`src/logic/rv_alu_pkg.sv`:
```
/* shared definitions of the execute subsystem: ALU control enums, RISC-V major
   opcodes and the word map of the Wishbone slave port */

package rv_alu_pkg;

  //////////////////////////////////////////////////////////////////////
  // ALU control
  //////////////////////////////////////////////////////////////////////

  // operand source select
  typedef enum logic [1:0] {
    AI_R1_R2 = 2'd0,  // rs1, rs2
    AI_R1_IM = 2'd1,  // rs1, immediate
    AI_PC_IM = 2'd2   // pc, immediate (auipc)
  } ai_t;

  // operation, {funct7[5], funct3}
  // msb (f7_5) also inverts operand 2 in the adder
  typedef enum logic [3:0] {
    AO_ADD  = 4'b0000,
    AO_SUB  = 4'b1000,
    AO_SLL  = 4'b0001,
    AO_SLT  = 4'b0010,
    AO_SLTU = 4'b0011,
    AO_XOR  = 4'b0100,
    AO_SRL  = 4'b0101,
    AO_SRA  = 4'b1101,
    AO_OR   = 4'b0110,
    AO_AND  = 4'b0111
  } ao_t;

  // operand extension and result width
  typedef enum logic [1:0] {
    R_SX = 2'd0,  // signed, full width
    R_UX = 2'd1,  // unsigned, full width
    R_SW = 2'd2,  // signed 32-bit word
    R_UW = 2'd3   // unsigned 32-bit word
  } rt_t;

  //////////////////////////////////////////////////////////////////////
  // major opcodes, instr[6:0]
  //////////////////////////////////////////////////////////////////////

  typedef enum logic [6:0] {
    OPC_OP        = 7'b0110011,
    OPC_OP_IMM    = 7'b0010011,
    OPC_OP_32     = 7'b0111011,  // rv64 only
    OPC_OP_IMM_32 = 7'b0011011,  // rv64 only
    OPC_LUI       = 7'b0110111,
    OPC_AUIPC     = 7'b0010111
  } opc_t;

  // wishbone word addresses, xN lives at REG_X0 + N
  localparam logic [5:0] REG_X0     = 6'd0;
  localparam logic [5:0] REG_PC     = 6'd32;
  localparam logic [5:0] REG_INSTR  = 6'd33;  // write starts execution
  localparam logic [5:0] REG_STATUS = 6'd34;  // {overflow, illegal}

endpackage

```
`src/logic/rv_decode.sv`:
```
/* instruction decoder, maps one 32-bit word onto ALU control, register
   indexes and a sign-extended immediate; flags anything it cannot run */

`timescale 1ns/1ps

module rv_decode #(
  parameter int unsigned XLEN = 32
) (
  input  logic [31:0]          instr,
  output logic [4:0]           rs1_idx,
  output logic [4:0]           rs2_idx,
  output logic [4:0]           rd_idx,
  output rv_alu_pkg::ai_t      ai,
  output rv_alu_pkg::ao_t      ao,
  output rv_alu_pkg::rt_t      rt,
  output logic [XLEN-1:0]      imm,
  output logic                 illegal
);

  rv_alu_pkg::opc_t opc;
  logic [6:0]       f7;
  logic [2:0]       f3;
  logic [XLEN-1:0]  imm_i;     // I-type
  logic [XLEN-1:0]  imm_u;     // U-type
  logic             f7_ok;     // funct7 zero, or 0x20 on sub/sra
  logic [5:0]       sh_hi;     // shift-imm bits that must be zero

  assign opc = rv_alu_pkg::opc_t'(instr[6:0]);
  assign f7  = instr[31:25];
  assign f3  = instr[14:12];

  assign imm_i = XLEN'($signed(instr[31:20]));
  assign imm_u = XLEN'($signed({instr[31:12], 12'h000}));

  assign f7_ok = (f7 == 7'b0000000) ||
                 (f7 == 7'b0100000 && (f3 == 3'b000 || f3 == 3'b101));

  // instr[25] is shamt[5] on rv64, reserved on rv32; bit 30 checked apart
  assign sh_hi = {instr[31], instr[29:26], (XLEN == 32) && instr[25]};

  //////////////////////////////////////////////////////////////////////
  // decode
  //////////////////////////////////////////////////////////////////////

  always_comb begin
    rs1_idx = instr[19:15];
    rs2_idx = instr[24:20];
    rd_idx  = instr[11:7];
    ai      = rv_alu_pkg::AI_R1_R2;
    ao      = rv_alu_pkg::AO_ADD;
    rt      = rv_alu_pkg::R_SX;
    imm     = imm_i;
    illegal = 1'b0;
    case (opc)
      rv_alu_pkg::OPC_OP: begin
        ao      = rv_alu_pkg::ao_t'({f7[5], f3});
        rt      = (f3 == 3'b011) ? rv_alu_pkg::R_UX : rv_alu_pkg::R_SX;  // sltu
        illegal = !f7_ok;
      end
      rv_alu_pkg::OPC_OP_IMM: begin
        ai = rv_alu_pkg::AI_R1_IM;
        rt = (f3 == 3'b011) ? rv_alu_pkg::R_UX : rv_alu_pkg::R_SX;  // sltiu
        case (f3)
          3'b001: begin  // slli
            ao      = rv_alu_pkg::AO_SLL;
            illegal = (sh_hi != 6'd0) || instr[30];
          end
          3'b101: begin  // srli / srai, bit 30 picks
            ao      = rv_alu_pkg::ao_t'({instr[30], f3});
            illegal = (sh_hi != 6'd0);
          end
          default: ao = rv_alu_pkg::ao_t'({1'b0, f3});  // f7_5 ignored here
        endcase
      end
      rv_alu_pkg::OPC_OP_32: begin
        ao      = rv_alu_pkg::ao_t'({f7[5], f3});
        rt      = rv_alu_pkg::R_SW;
        illegal = (XLEN == 32) || !f7_ok ||
                  !(f3 == 3'b000 || f3 == 3'b001 || f3 == 3'b101);
      end
      rv_alu_pkg::OPC_OP_IMM_32: begin
        ai = rv_alu_pkg::AI_R1_IM;
        rt = rv_alu_pkg::R_SW;
        case (f3)
          3'b000:  illegal = (XLEN == 32);                              // addiw
          3'b001: begin                                                 // slliw
            ao      = rv_alu_pkg::AO_SLL;
            illegal = (XLEN == 32) || (f7 != 7'b0000000);
          end
          3'b101: begin                                                 // srliw/sraiw
            ao      = rv_alu_pkg::ao_t'({f7[5], f3});
            illegal = (XLEN == 32) || !f7_ok;
          end
          default: illegal = 1'b1;
        endcase
      end
      rv_alu_pkg::OPC_LUI: begin
        ai      = rv_alu_pkg::AI_R1_IM;
        rs1_idx = 5'd0;  // x0 + imm
        imm     = imm_u;
      end
      rv_alu_pkg::OPC_AUIPC: begin
        ai  = rv_alu_pkg::AI_PC_IM;
        imm = imm_u;
      end
      default: illegal = 1'b1;  // loads, stores, branches, ...
    endcase
  end

endmodule

```
`src/logic/rv_alu.sv`:
```
/* integer ALU: operand select, one extended adder shared by add/sub/compare,
   barrel shifts, bitwise ops, and sign extension of 32-bit word results */

`timescale 1ns/1ps

module rv_alu #(
  parameter int unsigned XLEN = 32
) (
  input  logic              clk,  // unused, room for pipeline stages
  input  logic              rst,  // unused as well
  input  rv_alu_pkg::ai_t   ai,
  input  rv_alu_pkg::ao_t   ao,
  input  rv_alu_pkg::rt_t   rt,
  input  logic [XLEN-1:0]   imm,
  input  logic [XLEN-1:0]   pc,
  input  logic [XLEN-1:0]   rs1,
  input  logic [XLEN-1:0]   rs2,
  output logic [XLEN-1:0]   rd,
  output logic [XLEN:0]     sum   // msb is carry / sign of compare
);

  localparam int unsigned SW = $clog2(XLEN);

  logic [XLEN-1:0] in1, in2;  // after operand select
  logic [XLEN:0]   op1, op2;  // extended by one bit
  logic            inv;       // subtract
  logic            word;      // 32-bit result forms
  logic [SW-1:0]   sa;        // shift amount
  logic [XLEN-1:0] sh_u;      // logical shift source
  logic [XLEN-1:0] sh_s;      // arithmetic shift source
  logic [XLEN-1:0] val;

  always_comb begin
    case (ai)
      rv_alu_pkg::AI_R1_IM: begin
        in1 = rs1;
        in2 = imm;
      end
      rv_alu_pkg::AI_PC_IM: begin
        in1 = pc;
        in2 = imm;
      end
      default: begin
        in1 = rs1;
        in2 = rs2;
      end
    endcase
  end

  assign word = (rt == rv_alu_pkg::R_SW) || (rt == rv_alu_pkg::R_UW);

  //////////////////////////////////////////////////////////////////////
  // adder
  //////////////////////////////////////////////////////////////////////

  always_comb begin
    case (rt)
      rv_alu_pkg::R_UX: begin
        op1 = (XLEN+1)'(in1);  // zero extend
        op2 = (XLEN+1)'(in2);
      end
      rv_alu_pkg::R_SW: begin
        op1 = (XLEN+1)'($signed(in1[31:0]));
        op2 = (XLEN+1)'($signed(in2[31:0]));
      end
      rv_alu_pkg::R_UW: begin
        op1 = (XLEN+1)'(in1[31:0]);
        op2 = (XLEN+1)'(in2[31:0]);
      end
      default: begin     // R_SX
        op1 = (XLEN+1)'($signed(in1));
        op2 = (XLEN+1)'($signed(in2));
      end
    endcase
  end

  // compares are a subtract, sign taken from the extra bit
  assign inv = ao[3] || (ao == rv_alu_pkg::AO_SLT) || (ao == rv_alu_pkg::AO_SLTU);

  assign sum = op1 + (inv ? ~op2 : op2) + (XLEN+1)'(inv);

  //////////////////////////////////////////////////////////////////////
  // shifter
  //////////////////////////////////////////////////////////////////////

  assign sa   = word ? SW'(in2[4:0]) : in2[SW-1:0];  // words use 5 bits
  assign sh_u = word ? XLEN'(in1[31:0]) : in1;
  assign sh_s = word ? XLEN'($signed(in1[31:0])) : in1;

  //////////////////////////////////////////////////////////////////////
  // result
  //////////////////////////////////////////////////////////////////////

  always_comb begin
    case (ao)
      rv_alu_pkg::AO_ADD,
      rv_alu_pkg::AO_SUB:  val = sum[XLEN-1:0];
      rv_alu_pkg::AO_SLT,
      rv_alu_pkg::AO_SLTU: val = XLEN'(sum[XLEN]);  // borrow means less
      rv_alu_pkg::AO_AND:  val = in1 & in2;
      rv_alu_pkg::AO_OR:   val = in1 | in2;
      rv_alu_pkg::AO_XOR:  val = in1 ^ in2;
      rv_alu_pkg::AO_SLL:  val = in1 << sa;
      rv_alu_pkg::AO_SRL:  val = sh_u >> sa;
      rv_alu_pkg::AO_SRA:  val = XLEN'($signed(sh_s) >>> sa);
      default:             val = '0;
    endcase
  end

  assign rd = word ? XLEN'($signed(val[31:0])) : val;  // *w forms sign extend

endmodule

```
`src/logic/rv_regfile.sv`:
```
/* integer register file, 32 entries, two asynchronous read ports and one
   synchronous write port; x0 always reads as zero */

`timescale 1ns/1ps

module rv_regfile #(
  parameter int unsigned XLEN = 32
) (
  input  logic            clk,
  input  logic [4:0]      ra_idx,
  input  logic [4:0]      rb_idx,
  input  logic            we,
  input  logic [4:0]      w_idx,
  input  logic [XLEN-1:0] w_dat,
  output logic [XLEN-1:0] ra_dat,
  output logic [XLEN-1:0] rb_dat
);

  logic [XLEN-1:0] mem [32];  // plain flops, cleared by the controller

  always_ff @(posedge clk) begin
    if (we && (w_idx != 5'd0)) begin  // x0 is hardwired
      mem[w_idx] <= w_dat;
    end
  end

  // read ports
  assign ra_dat = (ra_idx == 5'd0) ? '0 : mem[ra_idx];
  assign rb_dat = (rb_idx == 5'd0) ? '0 : mem[rb_idx];

endmodule

```
`src/logic/rv_exec_ctrl.sv`:
```
/* Wishbone classic slave and sequencer: host access to registers, PC and
   status, register file clear after reset, one instruction at a time */

`timescale 1ns/1ps

module rv_exec_ctrl #(
  parameter int unsigned XLEN = 32
) (
  input  logic            clk,
  input  logic            rst,
  // wishbone
  input  logic            wb_cyc,
  input  logic            wb_stb,
  input  logic            wb_we,
  input  logic [5:0]      wb_adr,
  input  logic [XLEN-1:0] wb_dat_w,
  output logic [XLEN-1:0] wb_dat_r,
  output logic            wb_ack,
  // decoder
  output logic [31:0]     instr,
  input  logic [4:0]      rs1_idx,
  input  logic [4:0]      rd_idx,
  input  logic            illegal,
  // register file
  output logic [4:0]      ra_idx,
  input  logic [XLEN-1:0] ra_dat,
  output logic            rf_we,
  output logic [4:0]      rf_w_idx,
  output logic [XLEN-1:0] rf_w_dat,
  // alu
  input  logic [XLEN-1:0] alu_rd,
  input  logic [XLEN:0]   alu_sum,
  output logic [XLEN-1:0] pc
);

  typedef enum logic [1:0] {
    ST_CLEAR,      // zeroing the register file
    ST_IDLE,
    ST_ACK,        // ack pulse out
    ST_WRITEBACK   // decode/alu settled, commit on next edge
  } state_t;

  state_t     state;
  logic [4:0] clr_idx;
  logic [1:0] status;  // [1] overflow, [0] sticky illegal
  logic       req;     // new strobe seen
  logic       is_reg;  // address hits x0..x31

  assign req    = (state == ST_IDLE) && wb_cyc && wb_stb;
  assign is_reg = (wb_adr[5] == 1'b0);

  //////////////////////////////////////////////////////////////////////
  // sequencer
  //////////////////////////////////////////////////////////////////////

  always_ff @(posedge clk) begin
    if (rst) begin
      state   <= ST_CLEAR;
      clr_idx <= 5'd0;
      wb_ack  <= 1'b0;
      pc      <= '0;
      status  <= 2'b00;
    end else begin
      wb_ack <= 1'b0;
      case (state)
        ST_CLEAR: begin
          clr_idx <= clr_idx + 5'd1;
          if (clr_idx == 5'd31) state <= ST_IDLE;
        end
        ST_IDLE: begin
          if (req) begin
            wb_ack <= 1'b1;     // every access but instr acks next cycle
            state  <= ST_ACK;
            if (wb_we) begin
              case (wb_adr)
                rv_alu_pkg::REG_PC:     pc <= wb_dat_w;
                rv_alu_pkg::REG_STATUS: status[0] <= 1'b0;  // clear illegal
                rv_alu_pkg::REG_INSTR: begin
                  wb_ack <= 1'b0;  // held back one cycle
                  state  <= ST_WRITEBACK;
                end
                default: ;          // registers via rf port, rest ignored
              endcase
            end
          end
        end
        ST_WRITEBACK: begin
          wb_ack <= 1'b1;
          state  <= ST_ACK;
          if (illegal) begin
            status[0] <= 1'b1;
          end else begin
            pc        <= pc + XLEN'(4);
            status[1] <= alu_sum[XLEN];
          end
        end
        default: state <= ST_IDLE;  // ST_ACK, host drops stb now
      endcase
    end
  end

  // instruction word, payload only
  always_ff @(posedge clk) begin
    if (req && wb_we && (wb_adr == rv_alu_pkg::REG_INSTR)) begin
      instr <= wb_dat_w[31:0];
    end
  end

  //////////////////////////////////////////////////////////////////////
  // register file ports
  //////////////////////////////////////////////////////////////////////

  // port A belongs to the host unless an instruction is in flight
  assign ra_idx = (state == ST_WRITEBACK) ? rs1_idx : wb_adr[4:0];

  // one write port, clear / host / write-back never overlap
  always_comb begin
    rf_we    = 1'b0;
    rf_w_idx = wb_adr[4:0];
    rf_w_dat = wb_dat_w;
    case (state)
      ST_CLEAR: begin
        rf_we    = 1'b1;
        rf_w_idx = clr_idx;
        rf_w_dat = '0;
      end
      ST_IDLE:  rf_we = req && wb_we && is_reg;
      ST_WRITEBACK: begin
        rf_we    = !illegal;  // bad opcode writes nothing
        rf_w_idx = rd_idx;
        rf_w_dat = alu_rd;
      end
      default: ;
    endcase
  end

  // read data, valid while the host holds the address
  always_comb begin
    if (is_reg) begin
      wb_dat_r = ra_dat;
    end else begin
      case (wb_adr)
        rv_alu_pkg::REG_PC:     wb_dat_r = pc;
        rv_alu_pkg::REG_INSTR:  wb_dat_r = XLEN'(instr);
        rv_alu_pkg::REG_STATUS: wb_dat_r = XLEN'(status);
        default:                wb_dat_r = '0;  // unmapped
      endcase
    end
  end

endmodule

```
`src/logic/rv_exec_top.sv`:
```
/* top of the execute subsystem: Wishbone slave port in, controller, decoder,
   register file and ALU wired together; XLEN chosen here */

`timescale 1ns/1ps

module rv_exec_top #(
  parameter int unsigned XLEN = 32
) (
  input  logic            clk,
  input  logic            rst,
  input  logic            wb_cyc,
  input  logic            wb_stb,
  input  logic            wb_we,
  input  logic [5:0]      wb_adr,
  input  logic [XLEN-1:0] wb_dat_w,
  output logic [XLEN-1:0] wb_dat_r,
  output logic            wb_ack
);

  logic [31:0]     instr;
  logic [4:0]      rs1_idx, rs2_idx, rd_idx;
  logic            illegal;
  rv_alu_pkg::ai_t ai;
  rv_alu_pkg::ao_t ao;
  rv_alu_pkg::rt_t rt;
  logic [XLEN-1:0] imm, pc;
  logic [4:0]      ra_idx;
  logic [XLEN-1:0] ra_dat, rb_dat;
  logic            rf_we;
  logic [4:0]      rf_w_idx;
  logic [XLEN-1:0] rf_w_dat;
  logic [XLEN-1:0] alu_rd;
  logic [XLEN:0]   alu_sum;

  rv_exec_ctrl #(.XLEN(XLEN)) rv_exec_ctrl_inst (
    .clk, .rst,
    .wb_cyc, .wb_stb, .wb_we, .wb_adr, .wb_dat_w, .wb_dat_r, .wb_ack,
    .instr, .rs1_idx, .rd_idx, .illegal,
    .ra_idx, .ra_dat, .rf_we, .rf_w_idx, .rf_w_dat,
    .alu_rd, .alu_sum, .pc
  );

  rv_decode #(.XLEN(XLEN)) rv_decode_inst (
    .instr, .rs1_idx, .rs2_idx, .rd_idx, .ai, .ao, .rt, .imm, .illegal
  );

  rv_regfile #(.XLEN(XLEN)) rv_regfile_inst (
    .clk, .ra_idx, .rb_idx(rs2_idx), .we(rf_we), .w_idx(rf_w_idx),
    .w_dat(rf_w_dat), .ra_dat, .rb_dat
  );

  rv_alu #(.XLEN(XLEN)) rv_alu_inst (
    .clk, .rst, .ai, .ao, .rt, .imm, .pc,
    .rs1(ra_dat), .rs2(rb_dat), .rd(alu_rd), .sum(alu_sum)
  );

endmodule

```
`config.mk`:
```
export PLATFORM = sky130hd
export DESIGN_NAME = rv_exec_top
export DESIGN_NICKNAME = d
export VERILOG_FILES = /design/src/logic/rv_alu_pkg.sv /design/src/logic/rv_decode.sv /design/src/logic/rv_alu.sv /design/src/logic/rv_regfile.sv /design/src/logic/rv_exec_ctrl.sv /design/src/logic/rv_exec_top.sv
export SDC_FILE = /design/constraint.sdc
export NUM_CORES = 2
export LEC_CHECK = 0
export BUFFER_PORTS_ARGS = -buffer_cell sky130_fd_sc_hd__clkbuf_2
export CAP_MARGIN = 20
export CELL_PAD_IN_SITES_DETAIL_PLACEMENT = 1
export CELL_PAD_IN_SITES_GLOBAL_PLACEMENT = 2
export CORE_MARGIN = 8
export CORE_UTILIZATION = 45
export CTS_CLUSTER_DIAMETER = 30
export DETAILED_ROUTE_END_ITERATION = 12
export GPL_ROUTABILITY_DRIVEN = 0
export PLACE_DENSITY_LB_ADDON = 0.3
export SETUP_SLACK_MARGIN = 0.2
export SLEW_MARGIN = 20
export SYNTH_ARGS = -nofsm -noshare
export SYNTH_HDL_FRONTEND = slang
export SYNTH_SLANG_ARGS = --single-unit
```
`constraint.sdc`:
```
create_clock -name clk -period 9.55 [get_ports clk]
set_input_delay 2.3875 -clock clk [delete_from_list [all_inputs] [get_ports clk]]
set_output_delay 2.3875 -clock clk [all_outputs]
set_load 0.005 [all_outputs]
```
## Yosys cells after proc, flatten, opt, wreduce, memory -nomap -nowiden

Memories as Yosys holds them, arrays and structs flattened. A register that Yosys moved wholly into a read port is not among the register bits.
Cells that the tools add are included.

| storage, ports and cells | value |
|---|---|
| memories kept | 1 |
| RAM bits | 1024 |
| register bits after elaboration | 74 |

Memory list:

| memory | words | bits a word | rd ports | clocked after memory_dff | write ports | RTL line | text |
|---|---|---|---|---|---|---|---|
| rv_regfile_inst.mem | 32 | 32 | 2 | 1 | 1 | rv_regfile.sv:19 | `logic [XLEN-1:0] mem [32];` |

| cells by class | value |
|---|---|
| reduce and logical (&&, ||, !) cells | 36 |
| equal/unequal tests | 36 |
| $add $sub $neg | 4 |
| muxes and demuxes | 46 |
| bitwise operators | 6 |
| shift operators | 3 |

Operator list:

| cell | number |
|---|---|
| $mux W32 | 9 |
| $pmux W32 S8 | 1 |
| $pmux W32 S2 | 2 |
| $mux W33 | 3 |
| $pmux W32 S3 | 1 |
| $add A33 B1 Y33 | 1 |
| $add A33 B33 Y33 | 1 |
| $not A33 Y33 | 1 |
| $add A32 B3 Y32 const B | 1 |
| $and A32 B32 Y32 | 1 |
| $or A32 B32 Y32 | 1 |
| $shl A32 B5 Y32 | 1 |
| $shr A32 B5 Y32 | 1 |
| $sshr A32 B5 Y32 | 1 |
| $xor A32 B32 Y32 | 1 |
| $mux W31 | 1 |
| $eq A7 B6 Y1 const B | 4 |
| $eq A7 B5 Y1 const B | 3 |
| $eq A6 B6 Y1 const B | 3 |
| $eq A4 B3 Y1 const B | 4 |
| $pmux W4 S2 | 2 |
| $reduce_or A2 Y1 | 8 |
| $mux W5 | 3 |
| $pmux W4 S3 | 1 |
| other kinds (34) | 76 |

## Longest topological paths before layout

| logic depth | value |
|---|---|
| word-level depth | 13 |
| depth in mapped cells | 29 |
| gate-level depth less buffers | 24 |

## By module

Synthesis repeated with hierarchy kept, for this count alone.

| second synthesis, totals | value |
|---|---|
| cells, all modules | 4486 |
| area, all modules | 61976.9 um^2 |

By module, submodules not included:

| module | cells an instance | times used | area each (um^2) |
|---|---|---|---|
| rv_regfile | 2569 | 1 | 47882.2 |
| rv_alu | 1284 | 1 | 8914.8 |
| rv_exec_ctrl | 549 | 1 | 4619.4 |
| rv_decode | 84 | 1 | 560.5 |

## Worst setup path after synthesis

No wires, ideal clock.

| timing path | value |
|---|---|
| kind | input to register |
| start | input port wb_adr[0] |
| end | memory rv_regfile_inst.mem[0][0] (data pin) |
| data required time | 9.153 ns |
| setup slack | 0.830 ns |
| data arrival time | 8.322 ns |
| stages | 24 |
| path buffers | 2 |
| cells stage by stage | buf_6 mux2_4 buf_6 mux2_2 o2111ai_1 a21oi_1 a221oi_1 nand4_1 a221oi_2 nor2_1 fa_1 a21o_1 a21o_1 a21oi_1 nand2_1 a221o_1 a31oi_1 o31ai_1 a221o_1 o221ai_1 o21ai_0 xnor2_1 or2_2 a41oi_1 |

| on the way | value |
|---|---|
| word-level cells in the longest chain between the ends | 9 |
| elaborated cells on any way between the ends | 16 |
| classes of those cells | 2 x add/sub; 3 x shift; 6 x mux; 3 x bitwise; 1 x reduce/logical; 1 x memory |

Ends and longest elaborated chain:

| element | RTL line | text |
|---|---|---|
| start: declaration | rv_exec_top.sv:14 | `input logic [5:0] wb_adr,` |
| $mux W5 (*) | rv_exec_ctrl.sv:114 | `assign ra_idx = (state == ST_WRITEBACK) ? rs1_idx : wb_adr[4:0];` |
| $mem_v2 Z32 W32 or $logic_not A5 Y1 (tied branches) | - |  |
| $mux W32 (*) | rv_regfile.sv:28 | `assign ra_dat = (ra_idx == 5'd0) ? '0 : mem[ra_idx];` |
| $mux W32 (*) | rv_alu.sv:34 | `case (ai)` |
| $mux W33 | rv_alu.sv:57 | `case (rt)` |
| $add A33 B33 Y33 | rv_alu.sv:80 | `assign sum = op1 + (inv ? ~op2 : op2) + (XLEN+1)'(inv);` |
| $add A33 B1 Y33 | rv_alu.sv:80 |  |
| $pmux W32 S8 (*) | rv_alu.sv:95 | `case (ao)` |
| $pmux W32 S2 (*) | rv_exec_ctrl.sv:121 | `case (state)` |
| named net rf_w_dat[0] | rv_exec_top.sv:31 | `logic [XLEN-1:0] rf_w_dat;` |
| end: declaration | rv_regfile.sv:19 |  |

The timed path passes the listed nets; every way through them passes the cells marked *.

## Worst setup path after layout

| timing path | value |
|---|---|
| start | input port wb_adr[0] |
| end | output port wb_dat_r[26] |

| on the way | value |
|---|---|
| word-level cells in the longest chain between the ends | 4 |
| elaborated cells on any way between the ends | 9 |
| classes of those cells | 3 x eq/ne; 4 x mux; 1 x reduce/logical; 1 x memory |

Ends and longest elaborated chain:

| element | RTL line | text |
|---|---|---|
| $mux W5 | rv_exec_ctrl.sv:114 |  |
| $mem_v2 Z32 W32 or $logic_not A5 Y1 (tied branches) | - |  |
| $mux W32 | rv_regfile.sv:28 |  |
| $mux W32 (*) | rv_exec_ctrl.sv:139 | `if (is_reg) begin` |
| end: declaration | rv_exec_top.sv:16 | `output logic [XLEN-1:0] wb_dat_r,` |

Every way passes the cells marked *; elsewhere a longest branch is shown, timed or not.

==> results_dict.tcl <==
set metrics [dict create \
    dr.pass1.iters 9 \
    insertion_delay_ns 0.93 \
    drtIter0Drc 10200 \
    ys.warnings.count 0 \
    vdd_drop_max_v 0.000200 \
    sw_frac_of_total_pct 27.8 \
    ys_ff_latch 1103 \
    async_flop_share_pct 0 \
    synthesis.area_per_instance_um2 11.7 \
    grt_usage_pct 40.0 \
    period_share_pct 96.5 \
    grt_first_pass_wirelength_um 450000 \
    overflow 0 \
    reg2reg_from "rv_exec_ctrl_inst.state[0]$_SDFFE_PP0P_" \
    clkTransAtPathRegs_ns 0.04 \
    port_buffers 75 \
    finClkSkew_ns 0.0715 \
    root_buffer "clkbuf_16" \
    path_class "in2out" \
    relSlewSlack_pct 19.2 \
    setup.worst_path.start_class "input port" \
    leakage_uw 0.0271 \
    cts_tree "yes" \
    multi_input_area_um2 29800 \
    postLayoutSetupSlackWorst_ns 0.331 \
    synth-seq-area-share_pct 50.9 \
    synth_cell_types 119 \
    ctsLongestPathBuffers 4 \
    hold_path_depth 2 \
    required_ns 7.16 \
    ant_nets 0 \
    rsz0062_at_grt "no" \
    crit_start "wb_adr[0]" \
    max_stage_delay_ns 0.76 \
    antenna_found_initial 22 \
    clock_sinks 1103 \
    wirelength_um 324000 \
    core-area_um2 142000 \
    route.detailed.drc 0 \
    crit_fanout 29 \
    die_h_um 394 \
    syn_inst 5474 \
    worst_slew_pin_slew_ns 1.21 \
    fillers 14300 \
    cts_buffers 284 \
    io_pins 76 \
    cts_resized 0 \
    vias 58700 \
    synth_edf_count 1056 \
    reg2reg_depth 28 \
    cp_top_family "simple AND/OR/NAND/NOR gates" \
    hold_buffers 0 \
    drv_slew 0 \
    hpwl_um 206000 \
    die_x_um 394 \
    crit_path_top_delay_cell "nor4_1" \
    p_comb_share_pct 14.5 \
    grt_pass1_vias 58500 \
    finalHoldViolations 0 \
    setup_violations 0 \
    max-cap-violations 0 \
    path_common_cell "buf_4" \
    outcome "finished clean" \
    hold_slack_ns 0.510 \
    max_freq_ghz 0.108 \
    start_util_pct 45.3 \
    p_seq_share_pct 32.6 \
    hold_class "reg2reg" \
    dieArea_um2 155000 \
    critPathCapture "wb_dat_r[26]" \
    critPathBufInv 4 \
    p_switching_uw 4970 \
    syn-cell-area_um2 64200 \
    cp-end-kind "output port" \
    drive_above_1_share_pct 23.1 \
    r2r_slack_ns 0.67 \
    path_cells "buf_4 > mux2_8 > nand2_4 > buf_4 > or3_1 > o2111a_1 > nor4_1 > nand3_1 > a222oi_1 > inv_1 > clkbuf_2" \
    wl_per_cell_um 41.5 \
    grt_max_degree 91 \
    r2r-end "rv_regfile_inst.mem[24][0]$_DFFE_PP_" \
    rows 138 \
    pre_cts_ws_ns -0.282 \
    p_clk_share_pct 53.0 \
    cp_data_arrival_time_ns 6.83 \
    min_period_ns 9.22 \
    intPower_uw 12900 \
    cp.depth 11 \
    synth_flop_cell "edfxtp_1" \
    power.density_nw_per_um2 231 \
    drt-vias-per-instance 7.52 \
    cts_max_level 5 \
    regArea_um2 32700 \
    nNetsFinal 5855 \
    postCtsSetupBuffers 0 \
    syn2layout_area_growth_pct 20.5 \
]
## worst min-delay path, cell delays in order, from the launching register on
cell	delay (ns)
dfxtp_1	0.30
nor2_1	0.10
a211oi_1	0.05
## how the worst min path moves through the flow
stage | startpoint | end | slack [ns]
2_1_floorplan | rv_exec_ctrl_inst.pc[1]$_SDFFE_PP0P_ | rv_exec_ctrl_inst.pc[1]$_SDFFE_PP0P_ | 0.46
3_3_place_gp | rv_exec_ctrl_inst.status[1]$_SDFFE_PP0P_ | rv_exec_ctrl_inst.status[1]$_SDFFE_PP0P_ | 0.49
3_5_place_dp | rv_exec_ctrl_inst.status[1]$_SDFFE_PP0P_ | rv_exec_ctrl_inst.status[1]$_SDFFE_PP0P_ | 0.50
4_1_cts | rv_exec_ctrl_inst.status[1]$_SDFFE_PP0P_ | rv_exec_ctrl_inst.status[1]$_SDFFE_PP0P_ | 0.51
5_1_grt | rv_exec_ctrl_inst.status[1]$_SDFFE_PP0P_ | rv_exec_ctrl_inst.status[1]$_SDFFE_PP0P_ | 0.54
6_report | rv_exec_ctrl_inst.status[1]$_SDFFE_PP0P_ | rv_exec_ctrl_inst.status[1]$_SDFFE_PP0P_ | 0.51
## metal layers
| layer | up-vias | GRT usage (%) | part of all wire, % |
|---|---|---|---|
| met5 | - | 0 | 0.11 |
| met4 | 26 | 28.7 | 8.9 |
| met3 | 1498 | 14.5 | 14 |
| met2 | 5457 | 58.3 | 42 |
| met1 | 29500 | 49.1 | 34 |
| li1 | 22200 | - | - |
## stage by stage
stage | util, % | cell area (um2) | total power (uW) | cells | TNS (ns)
floorplan | - | 64300 | 7130 | 5505 | 0
global placement | 48.0 | 68000 | 8250 | 7307 | -4.97
detailed placement | 48.0 | 68000 | 8310 | 7309 | -8.99
CTS | 54.6 | 77200 | 17700 | 7791 | 0
global route | 54.6 | 77300 | 18100 | 7793 | 0
finish | 54.6 | 77300 | 17900 | 7805 | 0
## layout by cell type, fill, tap and decap left out, types with 30 or more instances in the layout
master     count
clkbuf_16    292
clkbuf_1      33
clkbuf_2      73
a31oi_1       45
nor4_1        44
xnor2_1       41
a22oi_1      196
o21ai_0      158
nor2_1       212
o2111ai_1     56
bufinv_16     36
conb_1        32
inv_1         87
mux2i_1      107
clkinv_2      35
ha_1         101
o211ai_1      37
nor2_4        34
or3_1         73
a211oi_1      53
mux2_2       100
a21oi_1      434
and3_1        35
dfxtp_1       42
clkinv_1      38
nand4_1       30
nand2_1      822
nor3_1        84
mux4_2       314
edfxtp_1    1056
nand3_1      155
o32ai_1       37
buf_4        271
o22ai_1       40
a21o_1        51
## cells in the mapped netlist, drive strengths merged, types with 102 or more instances
library cell / count / area share (%)
nand2: 826 / 4.8
mux2: 102 / 1.8
ha: 104 / 2.0
o21ai: 179 / 1.4
mux4: 316 / 11
nor2: 249 / 1.5
a22oi: 197 / 2.3
buf: 279 / 2.4
edfxtp: 1056 / 49
clkbuf: 175 / 1.0
a21oi: 444 / 3.5
mux2i: 111 / 1.7
nand3: 155 / 1.2
## cells by family (layout without fill, tap and decap cells)
group	count (synthesis)	after routing	synth area share, %
and+or+nand+nor	1636	1636	11.5
AOI/OAI and AO/OA	1490	1490	16.1
DFF	1103	1103	50.9
buffers and inverters	548	946	3.93
muxes	529	529	14.7
adders and majority gates	105	105	2.06
xor gates and xnor gates	62	62	0.846
other	1	44	0.00584
## flip-flops by register name, summed over array words and instances, names as in the netlist, named ones only
name / flops
rv_exec_ctrl_inst.wb_ack: 1
rv_regfile_inst.mem: 1024
rv_exec_ctrl_inst.state: 2
rv_exec_ctrl_inst.instr: 32
rv_exec_ctrl_inst.pc: 32
rv_exec_ctrl_inst.status: 2
rv_exec_ctrl_inst.clr_idx: 5
## layout make-up
type / count / share of cell area, %
Multi-Input combinational cell: 3854 / 38.5
Clock buffer: 326 / 9.63
Timing Repair Buffer: 370 / 3.76
Tap cell: 1890 / 3.06
Antenna cell: 12 / 0.0388
Inverter: 94 / 0.463
Clock inverter: 156 / 2.31
Sequential cell: 1103 / 42.3
## power groups by stage
stage | registers (uW) | clock network [uW] | logic (uW)
global placement | 5870 | 0 | 2370
floorplan | 5850 | 0 | 1290
finish | 5820 | 9460 | 2580
global route | 5830 | 9680 | 2620
detailed placement | 5890 | 0 | 2420
CTS | 5810 | 9460 | 2450
Power figures use the tool's default switching activity.
